<file path="src/msi_ptw_pkg.sv">
package msi_ptw_pkg;

    // Address and page widths
    localparam int unsigned PLEN       = 56;
    localparam int unsigned PPN_W      = 44;
    localparam int unsigned GPPN_W     = 44;
    // Mask width, also the width of the gathered interrupt-file index
    localparam int unsigned MSI_MASK_W = 12;
    localparam int unsigned CAUSE_W    = 12;

    // Vectors with a meaning
    typedef logic [PLEN-1:0]       paddr_t;
    typedef logic [PPN_W-1:0]      ppn_t;
    typedef logic [GPPN_W-1:0]     gppn_t;
    typedef logic [MSI_MASK_W-1:0] msi_mask_t;
    typedef logic [11:0]           page_offset_t;
    typedef logic [63:0]           dword_t;
    typedef logic [CAUSE_W-1:0]    cause_t;
    // MRIF address bits 53 to 7
    typedef logic [46:0]           mrif_addr_t;
    typedef logic [10:0]           nid_t;
    typedef logic [1:0]            axi_resp_t;

    localparam axi_resp_t RESP_OKAY = 2'b00;

    // Fault causes
    localparam cause_t CAUSE_INSTR_ACCESS = 12'd1;
    localparam cause_t CAUSE_PTE_INVALID  = 12'd262;
    localparam cause_t CAUSE_PTE_MISCONF  = 12'd263;
    localparam cause_t CAUSE_PT_CORRUPT   = 12'd270;

    // MSI PTE modes, 0 and 2 reserved
    localparam logic [1:0] MODE_MRIF = 2'd1;
    localparam logic [1:0] MODE_FLAT = 2'd3;

    // First doubleword, flat mode
    typedef struct packed {
        logic       c;
        logic [8:0] rsv_2;
        ppn_t       ppn;
        logic [6:0] rsv_1;
        logic [1:0] m;
        logic       v;
    } msi_pte_flat_t;

    // First doubleword, MRIF mode
    typedef struct packed {
        logic       c;
        logic [8:0] rsv_2;
        mrif_addr_t addr;
        logic [3:0] rsv_1;
        logic [1:0] m;
        logic       v;
    } msi_pte_mrif_t;

    // Second doubleword, notice info for MRIF mode
    typedef struct packed {
        logic [2:0] rsv_2;
        logic       nid_10;
        logic [5:0] rsv_1;
        ppn_t       nppn;
        logic [9:0] nid_9_0;
    } msi_pte_notice_t;

    // Read-only memory port, request side
    typedef struct packed {
        logic   ar_valid;
        paddr_t ar_addr;
    } mem_rd_req_t;

    // Read-only memory port, response side
    typedef struct packed {
        logic      ar_ready;
        logic      r_valid;
        dword_t    r_data;
        axi_resp_t r_resp;
        logic      r_last;
    } mem_rd_rsp_t;

    // MRIF cache entry
    typedef struct packed {
        mrif_addr_t addr;
        nid_t       nid;
        ppn_t       nppn;
    } mrifc_entry_t;

    // Fault level with its cause
    typedef struct packed {
        logic   error;
        cause_t cause;
    } fault_t;

endpackage

</file>
<file path="src/msi_flat_walker.sv">
`timescale 1ns/10ps

module msi_flat_walker (
    input  logic                       clk_i,
    input  logic                       rst_ni,
    input  logic                       init_msi_trans_i,
    input  logic                       is_rx_i,
    input  msi_ptw_pkg::paddr_t        pte_addr_i,
    input  msi_ptw_pkg::mem_rd_rsp_t   mem_rsp_i,
    output msi_ptw_pkg::mem_rd_req_t   mem_req_o,
    input  msi_ptw_pkg::fault_t        mrif_fault_i,
    output logic                       init_mrif_o,
    output logic                       iotlb_update_o,
    output msi_ptw_pkg::msi_pte_flat_t iotlb_content_o,
    output logic                       error_o,
    output msi_ptw_pkg::cause_t        cause_o
);

    import msi_ptw_pkg::*;

    typedef enum logic [1:0] {
        IDLE,
        MEM_ACCESS,
        PROC_PTE,
        FLAT_ERROR
    } flat_state_t;

    flat_state_t   state_q, state_d;
    // MSI PTE address, captured at the strobe
    paddr_t        pptr_q, pptr_d;
    cause_t        cause_q, cause_d;
    // Second beat still due while in error
    logic          wait_last_q, wait_last_d;
    // First beat seen as a flat PTE
    msi_pte_flat_t pte_flat;

    assign pte_flat        = msi_pte_flat_t'(mem_rsp_i.r_data);
    assign iotlb_content_o = pte_flat;

    // Address held stable while waiting for ready
    assign mem_req_o.ar_addr = pptr_q;

    always_comb begin
        state_d            = state_q;
        pptr_d             = pptr_q;
        cause_d            = cause_q;
        wait_last_d        = wait_last_q;
        mem_req_o.ar_valid = 1'b0;
        init_mrif_o        = 1'b0;
        iotlb_update_o     = 1'b0;

        case (state_q)
            IDLE: begin
                wait_last_d = 1'b0;
                if (init_msi_trans_i) begin
                    // Read-for-execute faults with no memory access
                    if (is_rx_i) begin
                        cause_d = CAUSE_INSTR_ACCESS;
                        state_d = FLAT_ERROR;
                    end else begin
                        pptr_d  = pte_addr_i;
                        state_d = MEM_ACCESS;
                    end
                end
            end

            MEM_ACCESS: begin
                mem_req_o.ar_valid = 1'b1;
                if (mem_rsp_i.ar_ready) begin
                    state_d = PROC_PTE;
                end
            end

            // First beat decides the outcome
            PROC_PTE: begin
                if (mem_rsp_i.r_valid) begin
                    // Any fault here still has the second beat to drain
                    wait_last_d = 1'b1;
                    // Invalid or custom-format PTE wins over a bad response
                    if (!pte_flat.v || pte_flat.c) begin
                        cause_d = CAUSE_PTE_INVALID;
                        state_d = FLAT_ERROR;
                    end else if (mem_rsp_i.r_resp != RESP_OKAY) begin
                        cause_d = CAUSE_PT_CORRUPT;
                        state_d = FLAT_ERROR;
                    end else begin
                        case (pte_flat.m)
                            // Hand over to the MRIF walker
                            MODE_MRIF: begin
                                init_mrif_o = 1'b1;
                                wait_last_d = 1'b0;
                                state_d     = IDLE;
                            end
                            MODE_FLAT: begin
                                if ((|pte_flat.rsv_1) || (|pte_flat.rsv_2)) begin
                                    cause_d = CAUSE_PTE_MISCONF;
                                    state_d = FLAT_ERROR;
                                end else begin
                                    iotlb_update_o = 1'b1;
                                    wait_last_d    = 1'b0;
                                    state_d        = IDLE;
                                end
                            end
                            // Reserved modes
                            default: begin
                                cause_d = CAUSE_PTE_MISCONF;
                                state_d = FLAT_ERROR;
                            end
                        endcase
                    end
                end
            end

            // Hold the fault until the burst is over
            FLAT_ERROR: begin
                if (!wait_last_q || (mem_rsp_i.r_valid && mem_rsp_i.r_last)) begin
                    state_d = IDLE;
                end
            end

            default: state_d = IDLE;
        endcase
    end

    always_ff @(posedge clk_i or negedge rst_ni) begin
        if (!rst_ni) begin
            state_q     <= IDLE;
            cause_q     <= '0;
            wait_last_q <= 1'b0;
        end else begin
            state_q     <= state_d;
            cause_q     <= cause_d;
            wait_last_q <= wait_last_d;
        end
    end

    always_ff @(posedge clk_i) begin
        pptr_q <= pptr_d;
    end

    // Own fault first, else the MRIF walker's
    assign error_o = (state_q == FLAT_ERROR) || mrif_fault_i.error;
    assign cause_o = (state_q == FLAT_ERROR) ? cause_q : mrif_fault_i.cause;

endmodule

</file>
<file path="src/msi_mrif_walker.sv">
`timescale 1ns/10ps

module msi_mrif_walker (
    input  logic                      clk_i,
    input  logic                      rst_ni,
    input  logic                      init_mrif_i,
    input  msi_ptw_pkg::page_offset_t req_offset_i,
    input  msi_ptw_pkg::mem_rd_rsp_t  mem_rsp_i,
    output logic                      ignore_o,
    output logic                      mrifc_update_o,
    output msi_ptw_pkg::mrifc_entry_t mrifc_content_o,
    output msi_ptw_pkg::fault_t       fault_o
);

    import msi_ptw_pkg::*;

    typedef enum logic [1:0] {
        MRIF_IDLE,
        NOTICE_PTE,
        MRIF_ERROR
    } mrif_state_t;

    mrif_state_t     state_q, state_d;
    // MRIF address from the first beat
    mrif_addr_t      addr_q, addr_d;
    cause_t          cause_q, cause_d;
    logic            wait_last_q, wait_last_d;
    // Current beat seen in both layouts
    msi_pte_mrif_t   pte_mrif;
    msi_pte_notice_t pte_notice;

    assign pte_mrif   = msi_pte_mrif_t'(mem_rsp_i.r_data);
    assign pte_notice = msi_pte_notice_t'(mem_rsp_i.r_data);

    // Entry built from the stored address and the second beat
    assign mrifc_content_o.addr = addr_q;
    assign mrifc_content_o.nid  = {pte_notice.nid_10, pte_notice.nid_9_0};
    assign mrifc_content_o.nppn = pte_notice.nppn;

    always_comb begin
        state_d        = state_q;
        addr_d         = addr_q;
        cause_d        = cause_q;
        wait_last_d    = wait_last_q;
        ignore_o       = 1'b0;
        mrifc_update_o = 1'b0;

        case (state_q)
            // Trigger arrives with the first beat on the bus
            MRIF_IDLE: begin
                wait_last_d = 1'b0;
                if (init_mrif_i) begin
                    if ((|pte_mrif.rsv_1) || (|pte_mrif.rsv_2)) begin
                        cause_d     = CAUSE_PTE_MISCONF;
                        wait_last_d = 1'b1;
                        state_d     = MRIF_ERROR;
                    end else if (|req_offset_i) begin
                        // Only whole-register writes, drop silently
                        ignore_o = 1'b1;
                    end else begin
                        addr_d  = pte_mrif.addr;
                        state_d = NOTICE_PTE;
                    end
                end
            end

            // Second beat, response checked before layout
            NOTICE_PTE: begin
                if (mem_rsp_i.r_valid) begin
                    if (mem_rsp_i.r_resp != RESP_OKAY) begin
                        cause_d     = CAUSE_PT_CORRUPT;
                        wait_last_d = !mem_rsp_i.r_last;
                        state_d     = MRIF_ERROR;
                    end else if ((|pte_notice.rsv_1) || (|pte_notice.rsv_2)) begin
                        cause_d     = CAUSE_PTE_MISCONF;
                        wait_last_d = !mem_rsp_i.r_last;
                        state_d     = MRIF_ERROR;
                    end else begin
                        mrifc_update_o = 1'b1;
                        state_d        = MRIF_IDLE;
                    end
                end
            end

            // Fault held until the last beat is gone
            MRIF_ERROR: begin
                if (!wait_last_q || (mem_rsp_i.r_valid && mem_rsp_i.r_last)) begin
                    state_d = MRIF_IDLE;
                end
            end

            default: state_d = MRIF_IDLE;
        endcase
    end

    always_ff @(posedge clk_i or negedge rst_ni) begin
        if (!rst_ni) begin
            state_q     <= MRIF_IDLE;
            cause_q     <= '0;
            wait_last_q <= 1'b0;
        end else begin
            state_q     <= state_d;
            cause_q     <= cause_d;
            wait_last_q <= wait_last_d;
        end
    end

    always_ff @(posedge clk_i) begin
        addr_q <= addr_d;
    end

    // Cause reads zero outside the error state
    assign fault_o.error = (state_q == MRIF_ERROR);
    assign fault_o.cause = (state_q == MRIF_ERROR) ? cause_q : '0;

endmodule

</file>
<file path="src/msi_pte_addr_gen.sv">
`timescale 1ns/10ps

module msi_pte_addr_gen (
    input  msi_ptw_pkg::gppn_t     gppn_i,
    input  msi_ptw_pkg::msi_mask_t msi_addr_mask_i,
    input  msi_ptw_pkg::ppn_t      msiptp_ppn_i,
    output msi_ptw_pkg::paddr_t    pte_addr_o
);

    import msi_ptw_pkg::*;

    // Dense interrupt-file index
    msi_mask_t   if_index;
    // Next free position in the index
    int unsigned pack_pos;

    // Gather page-number bits under the mask, lowest first
    always_comb begin
        if_index = '0;
        pack_pos = 0;
        for (int i = 0; i < MSI_MASK_W; i++) begin
            if (msi_addr_mask_i[i]) begin
                if_index[pack_pos] = gppn_i[i];
                pack_pos           = pack_pos + 1;
            end
        end
    end

    // Table base on a page boundary
    // Each MSI PTE takes 16 bytes
    assign pte_addr_o = {msiptp_ppn_i, 12'b0} | (paddr_t'(if_index) << 4);

endmodule

</file>
<file path="src/msi_ptw_top.sv">
`timescale 1ns/10ps

module msi_ptw_top (
    input  logic                       clk_i,
    input  logic                       rst_ni,
    input  logic                       init_msi_trans_i,
    input  logic                       is_rx_i,
    input  msi_ptw_pkg::gppn_t         gppn_i,
    input  msi_ptw_pkg::page_offset_t  req_offset_i,
    input  msi_ptw_pkg::ppn_t          msiptp_ppn_i,
    input  msi_ptw_pkg::msi_mask_t     msi_addr_mask_i,
    input  msi_ptw_pkg::mem_rd_rsp_t   mem_rsp_i,
    output msi_ptw_pkg::mem_rd_req_t   mem_req_o,
    output logic                       iotlb_update_o,
    output msi_ptw_pkg::msi_pte_flat_t iotlb_content_o,
    output logic                       mrifc_update_o,
    output msi_ptw_pkg::mrifc_entry_t  mrifc_content_o,
    output logic                       ignore_o,
    output logic                       error_o,
    output msi_ptw_pkg::cause_t        cause_o
);

    import msi_ptw_pkg::*;

    // MSI PTE address from the request fields
    paddr_t pte_addr;
    // Flat to MRIF handover
    logic   init_mrif;
    // MRIF fault merged by the flat walker
    fault_t mrif_fault;

    msi_pte_addr_gen u_addr_gen (
        .gppn_i          (gppn_i),
        .msi_addr_mask_i (msi_addr_mask_i),
        .msiptp_ppn_i    (msiptp_ppn_i),
        .pte_addr_o      (pte_addr)
    );

    msi_flat_walker u_flat_walker (
        .clk_i            (clk_i),
        .rst_ni           (rst_ni),
        .init_msi_trans_i (init_msi_trans_i),
        .is_rx_i          (is_rx_i),
        .pte_addr_i       (pte_addr),
        .mem_rsp_i        (mem_rsp_i),
        .mem_req_o        (mem_req_o),
        .mrif_fault_i     (mrif_fault),
        .init_mrif_o      (init_mrif),
        .iotlb_update_o   (iotlb_update_o),
        .iotlb_content_o  (iotlb_content_o),
        .error_o          (error_o),
        .cause_o          (cause_o)
    );

    // Only observes read data, never drives the port
    msi_mrif_walker u_mrif_walker (
        .clk_i           (clk_i),
        .rst_ni          (rst_ni),
        .init_mrif_i     (init_mrif),
        .req_offset_i    (req_offset_i),
        .mem_rsp_i       (mem_rsp_i),
        .ignore_o        (ignore_o),
        .mrifc_update_o  (mrifc_update_o),
        .mrifc_content_o (mrifc_content_o),
        .fault_o         (mrif_fault)
    );

endmodule
</file>
<file path="config.mk">
export PLATFORM = sky130hd
export DESIGN_NAME = msi_ptw_top
export DESIGN_NICKNAME = d
export VERILOG_FILES = /design/src/msi_ptw_pkg.sv /design/src/msi_flat_walker.sv /design/src/msi_mrif_walker.sv /design/src/msi_pte_addr_gen.sv /design/src/msi_ptw_top.sv
export SDC_FILE = /design/constraint.sdc
export NUM_CORES = 1
export LEC_CHECK = 0
export ABC_AREA = 1
export ABC_CLOCK_PERIOD_IN_PS = 7200
export BUFFER_PORTS_ARGS = -buffer_cell sky130_fd_sc_hd__buf_2
export CORE_AREA = 2 2 163 165
export DETAILED_ROUTE_END_ITERATION = 16
export DIE_AREA = 0 0 165 167
export HOLD_SLACK_MARGIN = 0.12
export PLACE_DENSITY_LB_ADDON = 0.3
export SLEW_MARGIN = 0
export SYNTH_ARGS = -nofsm -noshare
export SYNTH_HDL_FRONTEND = slang
export SYNTH_HIERARCHICAL = 1
export SYNTH_SLANG_ARGS = --single-unit
</file>
<file path="constraint.sdc">
create_clock -name clk_i -period 7.2 [get_ports clk_i]
set_clock_uncertainty 0.05 [all_clocks]
set_input_delay 0.36 -clock clk_i [delete_from_list [all_inputs] [get_ports clk_i]]
set_output_delay 0.36 -clock clk_i [all_outputs]
set_load 0.01 [all_outputs]
</file>
=== Word level (Yosys, flattened, before mapping) ===
Cells that the tools add are included.

* Bits of input ports: 185
* Memory bits (writable): 0
* Memory bits (read-only): 0
* Word-level logic and storage cells: 228
* Memories: 0
* Bits in latches: 0
* Register bits: 133

* Order comparisons: 22
* Eq/ne operators: 20
* Shifts and indexed selects: 0
* Reduce and logical (&&, ||, !) cells: 42
* Multiplexer cells: 122
* Divide/modulo/power cells: 0
* $mul: 0
* Bitwise gates (word level): 4
* $add $sub $neg: 10

{| class="wikitable"
|+ Operators by type and width
! operator !! number
|-
| $ge A32 B1 Y1 const B || 10
|-
| $lt A32 B5 Y1 const B || 10
|-
| $mux W32 || 10
|-
| $add A32 B1 Y32 const B || 9
|-
| $mux W12 || 24
|-
| $bwmux W12 || 11
|-
| $pmux W12 S2 || 3
|-
| $or A56 B16 Y56 || 1
|-
| $demux W1 S4 || 11
|-
| $mux W1 || 42
|-
| $mux W2 || 15
|-
| $logic_and A1 B1 Y1 || 12
|-
| $ne A2 B2 Y1 const B || 6
|-
| $reduce_and A4 Y1 || 3
|-
| $reduce_or A12 Y1 || 1
|-
| $reduce_or A9 Y1 || 1
|-
| $eq A2 B2 Y1 const B || 4
|-
| $pmux W2 S4 || 1
|-
| $logic_or A1 B1 Y1 || 7
|-
| $reduce_or A7 Y1 || 1
|-
| $eq A2 B1 Y1 const B || 3
|-
| $ne A2 B1 Y1 const B || 3
|-
| $ne A3 B2 Y1 const B || 2
|-
| $pmux W1 S2 || 3
|-
| 18 further kinds || 27
|}

=== Longest topological paths before layout ===
Gate-level depths: netlist of run 1.

* Depth after elaboration: 28
* Mapped depth: 40

=== Hierarchy ===
Netlist of run 1, hierarchy kept.

{| class="wikitable"
|+ Modules (own cells, without submodules)
! module !! cells an instance !! instances !! area each (µm²)
|-
| msi_pte_addr_gen || 771 || 1 || 3925.0
|-
| msi_flat_walker || 235 || 1 || 2776.4
|-
| msi_mrif_walker || 195 || 1 || 2392.3
|}

=== Worst setup path after synthesis of run 1 ===
OpenSTA, ideal clock, no wires.

* Path type: input port to flip-flop
* Start: input port msi_addr_mask_i[0]
* End: register u_flat_walker.pptr_q[13], data pin
* Setup time: 259 ps
* Required time: 6891 ps
* Setup slack: 982 ps
* Stages: 35
* Arrival: 5909 ps
* Buffers on the path: 0
* Cells stage by stage: inv_1 -> fa_1 -> inv_1 -> ha_1 -> nand2_1 -> nand2_1 -> inv_1 -> ha_1 -> nand2_1 -> nand2_1 -> inv_1 -> ha_1 -> nand2_1 -> nand2_1 -> ha_1 -> or2_2 -> nand2_1 -> ha_1 -> nand2_1 -> nand2_1 -> inv_1 -> ha_1 -> nor2_1 -> o21bai_1 -> ha_1 -> o21ai_0 -> inv_1 -> ha_1 -> inv_1 -> o21ai_0 -> nand2_1 -> nor2_4 -> nand2_1 -> nand2_1 -> nand3_1

* Longest elaborated chain between the ends: 28
* Elaborated cells on any way between the ends: 99
* Those cells by class: add/sub: 10; order compare: 22; mux: 55; bitwise: 1; reduce/logical: 11

{| class="wikitable"
|+ Ends and longest elaborated chain
! what !! line !! text
|-
| start: declaration || msi_ptw_top.sv:11 || <nowiki>input msi_ptw_pkg::msi_mask_t msi_addr_mask_i,</nowiki>
|-
| $mux W1 (*) || msi_pte_addr_gen.sv:22 || <nowiki>if (msi_addr_mask_i[i]) begin</nowiki>
|-
| $add A1 B1 Y2, or another cell as far along || msi_pte_addr_gen.sv:24 || <nowiki>pack_pos = pack_pos + 1;</nowiki>
|-
| $mux W32 / $logic_and A1 B1 Y1 (equally long branches) || msi_pte_addr_gen.sv:22, msi_pte_addr_gen.sv:23 ||
|-
| $add A32 B1 Y32, or another cell as far along || msi_pte_addr_gen.sv:24 ||
|-
| $mux W32, or another cell as far along || msi_pte_addr_gen.sv:22 ||
|-
| $add A32 B1 Y32, or another cell as far along || msi_pte_addr_gen.sv:24 ||
|-
| $mux W32, or another cell as far along || msi_pte_addr_gen.sv:22 ||
|-
| $add A32 B1 Y32, or another cell as far along || msi_pte_addr_gen.sv:24 ||
|-
| (+13 left out) || n/a ||
|-
| $ge A32 B1 Y1 (not written as such), or another cell as far along || msi_pte_addr_gen.sv:23 || <nowiki>if_index[pack_pos] = gppn_i[i];</nowiki>
|-
| $logic_and A1 B1 Y1 (not written as such), or another cell as far along || msi_pte_addr_gen.sv:23 ||
|-
| $mux W1 (not written as such) / $bwmux W12 (equally long branches) || msi_pte_addr_gen.sv:23 ||
|-
| $demux W1 S4 / $mux W12 (equally long branches) || n/a ||
|-
| $bwmux W12 || msi_pte_addr_gen.sv:23 ||
|-
| $mux W12 (*) || msi_pte_addr_gen.sv:22 ||
|-
| $or A56 B16 Y56 (*) || msi_pte_addr_gen.sv:31 || <nowiki>assign pte_addr_o = {msiptp_ppn_i, 12'b0} | (paddr_t'(if_index) << 4);</nowiki>
|-
| net pte_addr[13] || msi_ptw_top.sv:26 || <nowiki>paddr_t pte_addr;</nowiki>
|-
| end signal: assignment || msi_flat_walker.sv:138 || <nowiki>pptr_q <= pptr_d;</nowiki>
|-
| end: declaration || msi_flat_walker.sv:30 || <nowiki>paddr_t pptr_q, pptr_d;</nowiki>
|}

The timed path passes the listed nets; every way through them passes the cells marked *.
A chain may end at the register's enable or synchronous reset.

=== Final worst setup path of run 1 ===
* Start: input port msi_addr_mask_i[0]
* End: register u_flat_walker.pptr_q[12], data pin

The elaborated chain is that of the path after synthesis.

==> out/results.ini, run 1 <==
[final_layout]
final_area_um2 = 11400
area_growth_pct = 25.0
nets = 1715
layout-drive-gt1-share_pct = 33.4

[critical_path]
startpoint_type = primary input
cp.arrival_ns = 6.42
slowest_delay_ns = 0.62
path_buf_inv = 8
cpMostUsedCell = nand2_1
cp_top_family = adder cells
reg2reg_depth = 4
worstSetupPathType = in -> reg
critPathSlowestCell = fa_1
critical_path_required_ns = 7.30
setup.worst_path.end_class = flip-flop
worst-path-stages = 36
cp_max_fo = 6

[grt]
grt_max_degree = 48
track_usage_pct = 20.7
grt_pass1_vias = 8039
grt_pass1_wl_um = 43100
overflow = 0
antenna_found_initial = 4

[sta]
fin_hold_ws_ns = 0.134
max_slew.worst_pin.slew_ns = 0.838
hold_violations = 0
slew_violations = 0
period_share_pct = 87.7
rsz0062_at_grt = false
timing.fmax_mhz = 158
maxSlewHeadroom_pct = 43.8
timing.final.crit_period_ns = 6.32
setup_violations = 0
timing.setup.tns_ns = 0

[yosys]
synth_edf_count = 103
synth_cell_type_count = 41
yosysWarnings = 6
ys_top_cells_by_count = nand2_1, buf_4, inv_1, nor2_1, nand3_1
synthFlopType = edfxtp_1
syn_inst = 1201
synth_top_area_share_pct = 34.0
ys_ff_latch = 115
ys_seq_area_share_pct = 37.3
avgSynthCellArea_um2 = 7.57
synth.area.top_cells = edfxtp_1, buf_4, nand2_1
synth_area_um2 = 9090
postSynth.asyncResetShare_pct = 10.4
synth_top_cell_by_area = edfxtp_1
yosysMostFrequentCell = nand2_1

[route]
wl_per_cell_um = 15.8
post-route-drc-count = 0
routed_wl_um = 29300
drt_first_pass_iters = 7
antenna_left = 0
vias_per_cell = 4.63
vias = 8563
drt-initial-drc-count = 567

[clock_network]
cts_max_level = 4
cts_tree = done
root_buffer = clkbuf_16
clk_latency_ns = 0.41
post-cts-setup-buffer-count = 0
cts_sinks = 115
clkSlewWorstSetupHoldPaths_ns = 0.06
max-clock-path-buffers = 2
cts_buffers = 17

[floorplanning]
start_util_pct = 35.3
core_area_um2 = 25800
io_pins = 424
die_width_um = 165
die_h_um = 167
rows = 59
dieArea_um2 = 27600

[pwr]
power_leakage_nw = 5.73
p_per_area_nw_per_um2 = 228
ir_worst_vdd_v = 0.000125

[worst_hold_path]
hold_class = in -> reg
hold_path_depth = 1

[placement]
placed_area_um2 = 10200
gp_congestion = 0.911
dpl.hpwl_um = 23600
io_buffers = 384

[run]
maxCapViolCount = 0

[run_status]
status = completed

-- cell families (layout without fill, tap and decap cells) --
logic type / count (synthesis) / after routing / synth area share [%]
simple gates: 646 / 646 / 32.1
other cells: 2 / 14 / 0.0826
flops: 115 / 115 / 37.3
fa+ha+maj: 32 / 32 / 4.49
compound gates: 76 / 76 / 5.08
buf+inv: 330 / 631 / 20.9
-- layout make-up --
| cell class | count | area, um2 |
|---|---|---|
| diodes | 3 | 7.51 |
| fillers | 2651 | 14400 |
| flip-flops and latches | 115 | 3390 |
| clock inverters | 15 | 148 |
| clock buffers | 17 | 425 |
| well taps | 335 | 419 |
| multi-input cells | 765 | 3840 |
| repair buffers | 449 | 2560 |
| inverters | 150 | 563 |
-- routing by layer --
metal | track usage (%) | share of wire [%] | wire length [um]
met5 | 0 | 0.044 | 13
met2 | 36.0 | 49 | 14400
met4 | 8.43 | 3.2 | 948
met3 | 5.45 | 7.8 | 2280
met1 | 23.9 | 40 | 11700
-- where the power goes --
group | switching [mW] | internal, mW
registers | 0.0255 | 0.785
clock network | 0.357 | 0.486
logic | 0.625 | 0.308
total | 1.01 | 1.58
-- worst register-to-register path, delay by kind of cell (launching register included) --
kind,cells,cell delay [ns]
AND/OR/NAND/NOR,2,0.79
buffers and inverters,2,0.72
flip-flops,1,0.47
-- flip-flops by register name, summed over array words and instances (netlist names) --
register,cells
u_mrif_walker/state_q,2
u_flat_walker/pptr_q,56
u_flat_walker/wait_last_q,1
u_flat_walker/state_q,2
u_flat_walker/cause_q,3
u_mrif_walker/cause_q,3
u_mrif_walker/addr_q,47
u_mrif_walker/wait_last_q,1
-- worst paths after layout --
| path | start | endpoint | slack (ns) |
|---|---|---|---|
| worst max-delay path | msi_addr_mask_i[0] | u_flat_walker/pptr_q[12] | 0.88 |
| worst min-delay path | mem_rsp_i[52] | u_mrif_walker/addr_q[42] | 0.13 |
| worst max register to register | u_flat_walker/state_q[0] | u_flat_walker/pptr_q[39] | 4.73 |
| worst min register to register | u_mrif_walker/cause_q[2] | u_mrif_walker/cause_q[2] | 0.41 |
| max in group asynchronous | rst_ni | u_flat_walker/cause_q[3] | 6.52 |
| min in group asynchronous | rst_ni | u_flat_walker/state_q[0] | 0.34 |
-- placed cells by master (no fill, tap or decap), types with 2 or more instances in the layout --
cell type and n:
a21oi_1 12, a31oi_1 4, buf_2 384, buf_4 3, clkbuf_16 17, clkinv_1 3
clkinv_2 3, clkinv_4 3, conb_1 11, dfrtp_1 12, diode_2 3, dlygate4sd3_1 62
edfxtp_1 103, ha_1 31, inv_1 138, inv_2 9, inv_6 4, inv_8 3
nand2_1 302, nand2_2 37, nand2_4 6, nand3_1 110, nand3_2 6, nand4_1 21
nor2_1 126, nor2_2 11, nor2_4 7, nor3_1 10, nor3_2 2, o211ai_1 9
o21ai_0 36, o221ai_1 4, o22ai_1 3, or2_2 4
-- through the flow --
step	utilization, %	instances	power, mW	setup slack (ns)
2_1_floorplan	-	1210	1.51	0.982
3_3_place_gp	39.4	1752	1.71	0.547
3_5_place_dp	39.4	1752	1.73	0.417
4_1_cts	43.9	1842	2.61	0.841
5_1_grt	44.1	1848	2.76	0.302
6_report	44.1	1849	2.59	0.884
-- what timing repair did --
item | CTS | global route
gates resized for setup | 0 | 0
hold buffers | 58 | 4
endpoints found under the setup margin | 0 | 0
endpoints found under the hold margin | 69 | 4
(Power assumes the default switching activity.)
==> inputs of run 2 (changes only) <==
--- a/config.mk
+++ b/config.mk
@@ -5,7 +5,6 @@
 export SDC_FILE = /design/constraint.sdc
 export NUM_CORES = 1
 export LEC_CHECK = 0
-export ABC_AREA = 1
 export ABC_CLOCK_PERIOD_IN_PS = 7200
 export BUFFER_PORTS_ARGS = -buffer_cell sky130_fd_sc_hd__buf_2
 export CORE_AREA = 2 2 163 165
==> out/results.ini, run 2 <==
[yosys]
synth_area_um2 = 9330  ; +2.6%
yosys.area_share.simple_pct = 17.9  ; -14 points
synth_compound_area_share_pct = 11.5  ; +6.4 points
synthFlopType = edfxtp_1
synth_top_cell_by_area = edfxtp_1
synth_edf_count = 103  ; unchanged
synth_top_area_share_pct = 33.1  ; -0.87 points
ys_seq_area_share_pct = 36.4  ; -0.96 points
avgSynthCellArea_um2 = 9.94  ; +31%
synth_cell_type_count = 93  ; +130%
synth_top_family_by_area = simple AND/OR/NAND/NOR gates
synth.area.top_cells = edfxtp_1, buf_4, mux2i_1
syn_inst = 939  ; -22%
postSynth.asyncResetShare_pct = 10.4  ; unchanged
ys_top_cells_by_count = buf_4, edfxtp_1, nand2_1, mux2i_1, inv_1
yosysMostFrequentCell = buf_4
yosys.area_share.adder_pct = 4.37  ; -0.11 points
ys_ff_latch = 115  ; unchanged
synthMuxAreaShare_pct = 8.08  ; +8.1 points
yosysWarnings = 6  ; unchanged
synth_xor_area_share_pct = 4.60  ; +4.6 points

[final_layout]
largest-register = u_flat_walker/pptr_q
layout_commonest_cell = buf_2
final_util_pct = 45.6  ; +1.5 points
nFillCells = 2491  ; -6.0%
largest_register_ffs = 56  ; unchanged
largestRegisters = u_flat_walker/pptr_q x56, u_mrif_walker/addr_q x47
nets = 1447  ; -16%
area_growth_pct = 25.8
layout-drive-gt1-share_pct = 42.3  ; +8.9 points
layout_common_cells = buf_2, edfxtp_1, nand2_1, dlygate4sd3_1, mux2i_1

[route]
vias_per_cell = 5.21  ; +13%
post-route-drc-count = 0  ; unchanged
antenna_left = 0  ; unchanged
drt-initial-drc-count = 699  ; +23%
wl_per_cell_um = 20.8  ; +31%
drt_first_pass_iters = 5  ; -2
routed_wl_um = 32900  ; +12%
vias = 8234  ; -3.8%

[worst_hold_path]
hold_class = in -> reg

[floorplanning]
die_h_um = 167  ; unchanged
core_area_um2 = 25800  ; unchanged
start_util_pct = 36.2  ; +0.93 points
io_pins = 424  ; unchanged
dieArea_um2 = 27600  ; unchanged
die_width_um = 165  ; unchanged
rows = 59  ; unchanged

[clock_network]
cts_sinks = 115  ; unchanged
clk_latency_ns = 0.41  ; about the same
cts_max_level = 4  ; unchanged
cts_buffers = 17  ; unchanged
cts_tree = done
max-clock-path-buffers = 2  ; unchanged
clkSlewWorstSetupHoldPaths_ns = 0.06  ; about the same
post-cts-setup-buffer-count = 0  ; unchanged
root_buffer = clkbuf_16

[grt]
track_usage_pct = 23.1  ; +2.5 points
grt_pass1_wl_um = 47100  ; +9.2%
overflow = 0  ; unchanged
grt_pass1_vias = 7648  ; -4.9%
antenna_found_initial = 4  ; unchanged
grt_max_degree = 57  ; +19%

[pwr]
power_leakage_nw = 5.14  ; -10%
combPwrFrac_pct = 45.3  ; +9.2 points
ir_worst_vdd_v = 0.000158  ; +27%
p_per_area_nw_per_um2 = 271  ; +19%
p_int_mw = 1.94  ; +23%
swShare_pct = 38.9  ; -0.064 points
p_clk_share_pct = 28.9  ; -3.7 points
pwr-share-seq_pct = 25.9  ; -5.4 points
switching_power_mw = 1.24  ; +23%

[critical_path]
slowest_delay_ns = 0.57  ; -0.05 ns
cp_max_fo = 8  ; +2
worstSetupPathType = in -> reg
cp.arrival_ns = 6.84  ; +0.42 ns
startpoint_type = primary input
critPathSlowestCell = fa_1
critical_path_required_ns = 7.31  ; about the same
setup.worst_path.end_class = flip-flop

[sta]
worst_slack_ns = 0.468  ; -0.416 ns
slew_violations = 0  ; unchanged
fin_hold_ws_ns = 0.123  ; -0.0105 ns
hold_violations = 0  ; unchanged
timing.setup.tns_ns = 0  ; unchanged
timing.fmax_mhz = 149  ; -6.2%
rsz0062_at_grt = false
period_share_pct = 93.5  ; +5.8 points
max_slew.worst_pin.slew_ns = 0.897  ; +0.0594 ns
timing.final.crit_period_ns = 6.73  ; +0.416 ns
maxSlewHeadroom_pct = 40.2  ; -3.7 points
setup_violations = 0  ; unchanged

[placement]
gp_congestion = 0.868  ; -4.7%
io_buffers = 384  ; unchanged
dpl.hpwl_um = 26400  ; +12%
pre_cts_ws_ns = 0.0319  ; -0.385 ns

[run_status]
status = completed

[run]
maxCapViolCount = 0  ; unchanged

run 2: cell types whose count changed after synthesis, moves of 18 or more:
cell      before  now
and2_1         0   25
clkbuf_1       3   21
inv_1        138   36
mux2_2         0   21
mux2i_1        0   39
nand2_1      302   72
nand2_2       37    5
nand3_1      110   31
nor2_1       126   32
nor4_1         0   26
run 2: worst paths after layout:
check | startpoint | to | slack [ns] | depth (start not counted)
hold / removal | mem_rsp_i[17] | u_mrif_walker/addr_q[7] | 0.12 | 1
setup / recovery | msi_addr_mask_i[0] | u_flat_walker/pptr_q[4] | 0.47 | 38
setup reg to reg | u_flat_walker/state_q[1] | u_mrif_walker/addr_q[20] | 4.12 | 7
min in group asynchronous | rst_ni | u_flat_walker/state_q[1] | 0.30 | 2
max in group asynchronous | rst_ni | u_mrif_walker/cause_q[2] | 6.57 | 2
hold reg to reg | u_mrif_walker/cause_q[2] | u_mrif_walker/cause_q[2] | 0.41 | 1
run 2: cells by family (layout without fill, tap and decap cells):
kind of cell / count (synthesis) / in the layout
compound gates: 148 / 148
xor+xnor: 31 / 31
fa+ha+maj: 32 / 32
buf+inv: 244 / 539
flops: 115 / 115
mux: 67 / 67
other cells: 2 / 13
simple gates: 300 / 300
run 2: final cells by class:
| class | instances | area (um2) | area share (%) |
|---|---|---|---|
| Antenna cell | 2 | 5.00 | 0.0426 |
| Clock buffer | 17 | 425 | 3.62 |
| Clock inverter | 15 | 195 | 1.66 |
| Inverter | 38 | 145 | 1.24 |
| Multi-Input combinational cell | 589 | 4460 | 37.9 |
| Sequential cell | 115 | 3390 | 28.9 |
| Tap cell | 335 | 419 | 3.57 |
| Timing Repair Buffer | 469 | 2700 | 23.0 |
run 2: repair_timing:
action	in CTS	in global routing
setup endpoints to repair	0	2
resized for setup	0	1
hold endpoints to repair	66	2
hold buffers	55	2
run 2: power groups by stage:
stage / clock, mW / sequential [mW] / combinational, mW
floorplan: 0 / 0.835 / 1.01
global placement: 0 / 0.835 / 1.37
detailed placement: 0 / 0.837 / 1.39
CTS: 0.941 / 0.823 / 1.42
global route: 0.971 / 0.830 / 1.56
finish: 0.918 / 0.823 / 1.44
run 2: critical path, delay by kind of cell:
family | cells | cell delay, ns
muxes | 1 | 0.31
AOI/OAI and AO/OA | 8 | 1.04
and+or+nand+nor | 15 | 1.95
buffers and inverters | 5 | 0.44
adders and majority gates | 9 | 2.74
run 2: stage by stage:
| step | instance area, um2 | cells | total power [mW] |
|---|---|---|---|
| after floorplan | 9440 | 948 | 1.85 |
| after global placement | 10500 | 1489 | 2.20 |
| after detailed placement | 10500 | 1489 | 2.22 |
| after CTS | 11700 | 1576 | 3.18 |
| after global routing | 11700 | 1580 | 3.37 |
| final | 11700 | 1580 | 3.18 |
run 2: layer usage:
metal | track usage (%) | up-vias | part of all wire [%]
met5 | 0 | - | 0
met4 | 6.16 | 0 | 1.7
met3 | 4.61 | 30 | 7.1
met2 | 38.7 | 351 | 49
met1 | 30.4 | 4008 | 42
li1 | - | 3845 | -
